$ cat config.mk
export PLATFORM = sky130hd
export DESIGN_NAME = exec_cluster
export DESIGN_NICKNAME = d
export VERILOG_FILES = /design/src/verilog/alu_pkg.sv /design/src/verilog/exec_pkg.sv /design/src/verilog/exec_cluster.sv /design/src/verilog/result_merge.sv /design/src/verilog/issue_dispatch.sv /design/src/verilog/exec_lane.sv /design/src/verilog/alu.sv
export SDC_FILE = /design/constraint.sdc
export NUM_CORES = 1
export LEC_CHECK = 0
export BUFFER_PORTS_ARGS = -buffer_cell sky130_fd_sc_hd__buf_2
export CAP_MARGIN = 20
export CORE_MARGIN = 1
export CORE_UTILIZATION = 55
export CTS_CLUSTER_DIAMETER = 120
export DETAILED_ROUTE_END_ITERATION = 6
export HOLD_SLACK_MARGIN = 0.08
export PLACE_DENSITY = 0.72
export SYNTH_ARGS = -nofsm -noshare
export SYNTH_HDL_FRONTEND = slang
export SYNTH_HIERARCHICAL = 1
export SYNTH_SLANG_ARGS = --single-unit
export TNS_END_PERCENT = 10
$ cat constraint.sdc
create_clock -name clk -period 9.3 [get_ports clk]
set_input_delay 1.86 -clock clk [delete_from_list [all_inputs] [get_ports clk]]
set_output_delay 1.86 -clock clk [all_outputs]
set_load 0.01 [all_outputs]
$ cat src/verilog/alu_pkg.sv
`default_nettype none

package alu_pkg;

    localparam int xlen = 32; // Operand and result width

    // Opcode encoding shared with the issue side
    typedef enum logic [4:0] {
        op_add  = 5'b00000,
        op_sll  = 5'b00001,
        op_slt  = 5'b00010,
        op_sltu = 5'b00011,
        op_xor  = 5'b00100,
        op_srl  = 5'b00101,
        op_or   = 5'b00110,
        op_and  = 5'b00111,
        op_sub  = 5'b01000,
        op_sra  = 5'b01101,
        op_beq  = 5'b10000,
        op_bne  = 5'b10001,
        op_blt  = 5'b10100,
        op_bge  = 5'b10101,
        op_bltu = 5'b10110,
        op_bgeu = 5'b10111
    } alu_op_e;

    // Any code outside the list above is undefined and faults

endpackage

`default_nettype wire
$ cat src/verilog/exec_pkg.sv
`default_nettype none

package exec_pkg;

    import alu_pkg::*;

    localparam int tag_w = 8; // Sequence tag width
    localparam int in_credits = 4; // Dispatch buffer depth
    localparam int lane_credits = 2; // Merge FIFO depth per lane

    localparam int in_ptr_w = $clog2(in_credits);
    localparam int in_cnt_w = $clog2(in_credits + 1);
    localparam int lane_ptr_w = $clog2(lane_credits);
    localparam int lane_cnt_w = $clog2(lane_credits + 1);
    localparam int out_cnt_w = 8; // Output credits held by the merge unit

    typedef struct packed {
        logic [tag_w-1:0] tag;
        alu_op_e          op;
        logic [xlen-1:0]  a;
        logic [xlen-1:0]  b;
    } issue_t; // 77 bits

    typedef struct packed {
        logic [tag_w-1:0] tag;
        logic [xlen-1:0]  value;
        logic             fault; // Undefined opcode seen
    } result_t; // 41 bits

endpackage

`default_nettype wire

$ cat src/verilog/exec_cluster.sv
`default_nettype none

module exec_cluster
    import exec_pkg::*;
(
    input  logic    clk,
    input  logic    rst_n,
    input  logic    in_valid,
    input  issue_t  in_issue,
    output logic    in_credit,
    output logic    out_valid,
    output result_t out_res,
    input  logic    out_credit
);

    logic [1:0]    lane_valid;
    issue_t [1:0]  lane_issue;
    logic [1:0]    lane_credit;
    logic [1:0]    res_valid;
    result_t [1:0] lane_res;

    issue_dispatch u_dispatch (
        .clk         (clk),
        .rst_n       (rst_n),
        .in_valid    (in_valid),
        .in_issue    (in_issue),
        .in_credit   (in_credit),
        .lane_valid  (lane_valid),
        .lane_issue  (lane_issue),
        .lane_credit (lane_credit)
    );

    exec_lane lane0 (
        .clk        (clk),
        .rst_n      (rst_n),
        .lane_valid (lane_valid[0]),
        .lane_issue (lane_issue[0]),
        .res_valid  (res_valid[0]),
        .res        (lane_res[0])
    );

    exec_lane lane1 (
        .clk        (clk),
        .rst_n      (rst_n),
        .lane_valid (lane_valid[1]),
        .lane_issue (lane_issue[1]),
        .res_valid  (res_valid[1]),
        .res        (lane_res[1])
    );

    result_merge u_merge (
        .clk         (clk),
        .rst_n       (rst_n),
        .res_valid   (res_valid),
        .res         (lane_res),
        .lane_credit (lane_credit),
        .out_valid   (out_valid),
        .out_res     (out_res),
        .out_credit  (out_credit)
    );

endmodule

`default_nettype wire

$ cat src/verilog/result_merge.sv
`default_nettype none

module result_merge
    import exec_pkg::*;
(
    input  logic             clk,
    input  logic             rst_n,
    input  logic [1:0]       res_valid,
    input  result_t [1:0]    res,
    output logic [1:0]       lane_credit,
    output logic             out_valid,
    output result_t          out_res,
    input  logic             out_credit
);

    logic [out_cnt_w-1:0] out_cnt;
    logic                 turn; // Follows the dispatcher alternation
    logic                 send;
    logic [1:0]           not_empty;
    result_t [1:0]        head;

    // Only the lane whose turn it is may send
    assign send = not_empty[turn] && (out_cnt != '0);

    assign out_valid = send;
    assign out_res = head[turn];

    for (genvar k = 0; k < 2; k++) begin : g_lane
        result_t               fifo_mem [lane_credits];
        logic [lane_ptr_w-1:0] wr_ptr;
        logic [lane_ptr_w-1:0] rd_ptr;
        logic [lane_cnt_w-1:0] count;
        logic                  pop;

        assign pop = send && (turn == 1'(k));

        assign not_empty[k] = (count != '0);
        assign head[k] = fifo_mem[rd_ptr];
        assign lane_credit[k] = pop; // Slot freed, credit back to dispatch

        always_ff @(posedge clk) begin
            if (!rst_n) begin
                wr_ptr <= '0;
                rd_ptr <= '0;
                count <= '0;
            end else begin
                if (res_valid[k]) begin
                    wr_ptr <= wr_ptr + 1'b1;
                end
                if (pop) begin
                    rd_ptr <= rd_ptr + 1'b1;
                end
                count <= count + lane_cnt_w'(res_valid[k]) - lane_cnt_w'(pop);
            end
        end

        always_ff @(posedge clk) begin
            if (res_valid[k]) begin
                fifo_mem[wr_ptr] <= res[k];
            end
        end
    end

    // Output credits start empty, downstream grants its depth
    always_ff @(posedge clk) begin
        if (!rst_n) begin
            out_cnt <= '0;
            turn <= 1'b0;
        end else begin
            out_cnt <= out_cnt + out_cnt_w'(out_credit) - out_cnt_w'(send);
            if (send) begin
                turn <= ~turn;
            end
        end
    end

endmodule

`default_nettype wire

$ cat src/verilog/issue_dispatch.sv
`default_nettype none

module issue_dispatch
    import exec_pkg::*;
(
    input  logic             clk,
    input  logic             rst_n,
    input  logic             in_valid,
    input  issue_t           in_issue,
    output logic             in_credit,
    output logic [1:0]       lane_valid,
    output issue_t [1:0]     lane_issue,
    input  logic [1:0]       lane_credit
);

    issue_t                          buf_mem [in_credits];
    logic [in_ptr_w-1:0]             wr_ptr;
    logic [in_ptr_w-1:0]             rd_ptr;
    logic [in_cnt_w-1:0]             count;
    logic [1:0][lane_cnt_w-1:0]      lane_cnt;
    logic                            turn; // Lane that gets the next record
    logic                            fire;
    issue_t                          head;

    assign head = buf_mem[rd_ptr];

    // Strict alternation, a stalled lane blocks the other
    assign fire = (count != '0) && (lane_cnt[turn] != '0);

    assign lane_valid[0] = fire & ~turn;
    assign lane_valid[1] = fire & turn;
    assign lane_issue[0] = head;
    assign lane_issue[1] = head;

    assign in_credit = fire; // Slot freed as the record leaves

    always_ff @(posedge clk) begin
        if (!rst_n) begin
            wr_ptr <= '0;
            rd_ptr <= '0;
            count <= '0;
            turn <= 1'b0;
        end else begin
            if (in_valid) begin
                wr_ptr <= wr_ptr + 1'b1;
            end
            if (fire) begin
                rd_ptr <= rd_ptr + 1'b1;
                turn <= ~turn;
            end
            count <= count + in_cnt_w'(in_valid) - in_cnt_w'(fire);
        end
    end

    always_ff @(posedge clk) begin
        if (in_valid) begin
            buf_mem[wr_ptr] <= in_issue;
        end
    end

    // Per-lane credit counters
    always_ff @(posedge clk) begin
        if (!rst_n) begin
            for (int k = 0; k < 2; k++) begin
                lane_cnt[k] <= lane_cnt_w'(lane_credits);
            end
        end else begin
            for (int k = 0; k < 2; k++) begin
                lane_cnt[k] <= lane_cnt[k] + lane_cnt_w'(lane_credit[k])
                               - lane_cnt_w'(lane_valid[k]);
            end
        end
    end

endmodule

`default_nettype wire

$ cat src/verilog/exec_lane.sv
`default_nettype none

module exec_lane
    import alu_pkg::*, exec_pkg::*;
(
    input  logic    clk,
    input  logic    rst_n,
    input  logic    lane_valid,
    input  issue_t  lane_issue,
    output logic    res_valid,
    output result_t res
);

    logic [xlen-1:0] alu_out;
    logic            alu_fault;

    alu u_alu (
        .op    (lane_issue.op),
        .in_a  (lane_issue.a),
        .in_b  (lane_issue.b),
        .out   (alu_out),
        .fault (alu_fault)
    );

    always_ff @(posedge clk) begin
        if (!rst_n) begin
            res_valid <= 1'b0;
        end else begin
            res_valid <= lane_valid; // One cycle through the lane
        end
    end

    // Payload register
    always_ff @(posedge clk) begin
        if (lane_valid) begin
            res.tag <= lane_issue.tag;
            res.value <= alu_out;
            res.fault <= alu_fault;
        end
    end

endmodule

`default_nettype wire

$ cat src/verilog/alu.sv
`default_nettype none

module alu
    import alu_pkg::*;
(
    input  alu_op_e         op,
    input  logic [xlen-1:0] in_a,
    input  logic [xlen-1:0] in_b,
    output logic [xlen-1:0] out,
    output logic            fault
);

    logic            sub_mode;
    logic            shift_right;
    logic            shift_arith;
    logic            cmp_unsigned;
    logic            cmp_eq_ne;
    logic            cmp_invert;
    logic [4:0]      shamt;
    logic [xlen-1:0] b_adj;
    logic [xlen-1:0] sum;
    logic [xlen-1:0] xor_res;
    logic [xlen-1:0] shift_res;
    logic            msb_diff;
    logic            eq;
    logic            lt;
    logic            cmp_res;

    // Opcode field decode
    assign sub_mode = (op != op_add); // Sub and all compares subtract
    assign shift_right = op[2];
    assign shift_arith = op[2] & op[3];
    assign cmp_unsigned = (~op[4] & op[0]) | (op[2] & op[1]);
    assign cmp_eq_ne = op[4] & ~op[2];
    assign cmp_invert = op[4] & op[0]; // bne, bge, bgeu

    // Adder with inverted b and carry in for subtraction
    assign b_adj = in_b ^ {xlen{sub_mode}};
    assign sum = in_a + b_adj + {{(xlen-1){1'b0}}, sub_mode};

    assign xor_res = in_a ^ in_b;

    assign shamt = in_b[4:0];

    always_comb begin
        if (!shift_right) begin
            shift_res = in_a << shamt;
        end else if (shift_arith) begin
            shift_res = $signed(in_a) >>> shamt;
        end else begin
            shift_res = in_a >> shamt;
        end
    end

    // Compare from the difference, sign bits settle mixed-sign cases
    assign eq = (xor_res == '0);
    assign msb_diff = in_a[xlen-1] ^ in_b[xlen-1];

    always_comb begin
        if (msb_diff) begin
            lt = cmp_unsigned ? in_b[xlen-1] : in_a[xlen-1];
        end else begin
            lt = sum[xlen-1];
        end
    end

    assign cmp_res = (cmp_eq_ne ? eq : lt) ^ cmp_invert;

    // Result select
    always_comb begin
        out = '0;
        fault = 1'b0;
        case (op)
            op_add, op_sub: begin
                out = sum;
            end
            op_sll, op_srl, op_sra: begin
                out = shift_res;
            end
            op_xor: begin
                out = xor_res;
            end
            op_or: begin
                out = in_a | in_b;
            end
            op_and: begin
                out = in_a & in_b;
            end
            op_slt, op_sltu, op_beq, op_bne, op_blt, op_bge, op_bltu, op_bgeu: begin
                out = {{(xlen-1){1'b0}}, cmp_res};
            end
            default: begin
                fault = 1'b1; // Undefined encoding
            end
        endcase
    end

endmodule

`default_nettype wire

==> metrics <==
worst path required time 9.67 ns; Power, Total 16.7 mW; HP Class flop to flop; async set-reset flop share out of synthesis 0%; number of synthesized flops with an enable pin 554; Setup TNS 0 ns; # H-tree levels 2; Post-Synth Simple-Gate Area 9.06%; leakage 14.8 nW; Placed Area 0.0389 sq mm; top post-synthesis cells by area edfxtp_1, mux4_2, ha_1, mux2i_1, nor2_1; commonest register cell after synthesis edfxtp_1; Max-Cap Viols 0; antenna violations before repair 5; CTS tree built; Hold Slack 0.444 ns; Synth Area in XOR/XNOR 2.86%; Die Span X 266 um; I/O Buffers 123; status complete, but fails checks; top cell type by total area after synthesis edfxtp_1; # fillers 5533; post-synthesis compound-gate area fraction 13.3%; Crit Path Category flop to flop; CP Launch Type flop; final instance area 0.0408 sq mm; routed vias/inst 6.76; clk sinks 589; Root Buffer clkbuf_16; max layer used met4; Die Y 266 um; multiplexer share of the synthesized area 16.0%; Clk pin slew, worst setup/hold paths 0.06 ns; initial DRC count 3852; Total GRT Usage 34.2%; Worst setup EP type flop; GRT overflow 0; dpl hpwl 79.0 mm; share of post-route cells with drive strength above 1 17.0%; final RePlAce weighted congestion 1.01; final core occ 59.4%; nets 3492; starting density of the core 55.6%; final hold violations 0; largest family of logic cells by synthesized area multiplexers; Worst R2R Path Depth 15; mapped cell area 0.0382 sq mm; routed len/inst 29.0 um; io pins 124; unrepaired setup endpoints after global routing no; PD cells 410 mW/mm^2; failing checks DRC; syn nets 3555; die area 0.0706 sq mm; Seq/Total Area, Yosys 45.4%; Slew headroom 21.6%; drt total wl 121 mm; Mapped Cells 3255; fin crit period 6.31 ns; mean post-synth cell area 11.7 sq um; FMAX 158 MHz; hold depth 0; Core Region 0.0687 sq mm; insertion delay to the later sink of the worst-skew pair 0.67 ns; Synth Area in Adders 7.25%; CTS buffer count 60; DRT antenna net count 0; met3 wire len 13.3 mm; WL met1 46.3 mm; DR vias 28200; fin crit share 67.8%; first-pass GRT wire length 178 mm; Layout area overhead 6.84%; number of global-route vias before repair 27300; Worst Path Arrival 6.68 ns; yosys warns 6; PostCTS Resize Cnt 0; largest net degree at the start of global routing 103; Peak VDD IR 0.247 mV; Synth top area share 43.5%; skew final 0.0324 ns; clock tree buffer depth 3; floorplan row count 96; setup repair bufs after CTS 0; final setup vio count 0; Yosys reg bits 589; CP Max Fanout 64; Worst Tran Pin Value 1.17 ns; Residual DRC 3; synth unique cells 101; max-slew violations 0; TritonRoute pass-1 iters 7; met2 wire length 54.9 mm; # hold bufs at CTS 0
## synth_stat cells (all sizes together), types with 17 or more instances
| master | number |
|---|---|
| nor4 | 24 |
| a31oi | 30 |
| nand2b | 19 |
| o211ai | 29 |
| ha | 215 |
| o21ai | 142 |
| nand3 | 32 |
| buf | 176 |
| mux4 | 207 |
| xnor2 | 99 |
| a222oi | 31 |
| a21oi | 208 |
| nor2 | 297 |
| edfxtp | 554 |
| nor3 | 61 |
| a221oi | 17 |
| nand2 | 152 |
| mux2 | 17 |
| and2 | 32 |
| a21o | 31 |
| inv | 185 |
| nor2b | 52 |
| dfxtp | 35 |
| xor2 | 26 |
| clkbuf | 122 |
| a211oi | 66 |
| a22oi | 31 |
| nand4 | 17 |
| mux2i | 127 |
## critical path, stage by stage, from the launching register on
cell and delay, ns:
dfxtp_4 0.82, mux4_4 1.11, or4_4 0.84, nor2_4 0.33, buf_12 0.25, xnor2_1 0.17, inv_1 0.08, fa_1 0.40
nor2b_1 0.17, o21ai_0 0.18, a21oi_1 0.43, a2111o_1 0.28, nand2_1 0.09, o31ai_1 0.52, o31a_1 0.19, o211ai_1 0.09
## per-layer routing
metal | up-vias | track usage (%)
met3 | 350 | 6.61
met4 | 0 | 16.2
met2 | 1748 | 53.7
met5 | - | 0
li1 | 12300 | -
met1 | 13900 | 45.9
## cell type report
class	instances	area [sq um]	share of cell area, %
diodes	1	2.50	0.00613
clock buffers	71	1580	3.88
clock inverters	42	320	0.784
inverters	187	702	1.72
multi-input cells	2181	18700	45.7
flip-flops and latches	589	17300	42.5
well taps	931	1160	2.85
repair buffers	173	1070	2.61
## where the power goes
part	switching [mW]	leakage [nW]	total (mW)	internal, mW
Combinational	6.74	8.49	10.7	3.92
Sequential	0.283	5.41	3.78	3.49
Clock	1.04	0.935	2.30	1.26
## logic make-up after synthesis
group           after synthesis
compound gates              746
xor+xnor                    125
fa+ha+maj                   219
buf+inv                     485
flops                       589
mux                         351
simple gates                740
## state kept, by name, summed over array words and instances (netlist names), 2 cells and up, named ones only
name / flops
lane0/res: 41
lane1/res: 41
u_dispatch/buf_mem: 308
u_dispatch/count: 3
u_dispatch/lane_cnt: 4
u_dispatch/rd_ptr: 2
u_dispatch/wr_ptr: 2
u_merge/g_lane.count: 4
u_merge/g_lane.fifo_mem: 164
u_merge/g_lane.rd_ptr: 2
u_merge/g_lane.wr_ptr: 2
u_merge/out_cnt: 8
## cell usage in the layout, fill, tap and decap left out, types with 31 or more instances in the layout
master	instances
nand3_1	32
nand2_1	152
nor2_1	294
a222oi_1	31
buf_4	44
nor2b_1	50
o21ai_0	115
clkbuf_16	60
mux2i_1	127
inv_1	181
a21o_1	31
xnor2_1	99
ha_1	215
mux4_2	202
buf_2	123
a21oi_1	204
a211oi_1	66
nor3_1	56
edfxtp_1	554
## through the flow
step | worst slack (ns) | cells
floorplan | 4.10 | 3255
global placement | 2.75 | 4057
detailed placement | 2.66 | 4058
CTS | 2.63 | 4171
global route | 2.68 | 4174
finish | 2.99 | 4175
## path summary, 6_finish.rpt
check / slack [ns] / end / startpoint
worst max-delay path: 2.99 / lane1/res[31] / flop
worst min-delay path: 0.44 / u_merge/g_lane[0].fifo_mem[1][40] / lane0/res[40]
worst max register to register: 2.99 / lane1/res[31] / flop
worst min register to register: 0.44 / u_merge/g_lane[0].fifo_mem[1][40] / lane0/res[40]
Note: power is estimated with default switching activity, not from simulation.
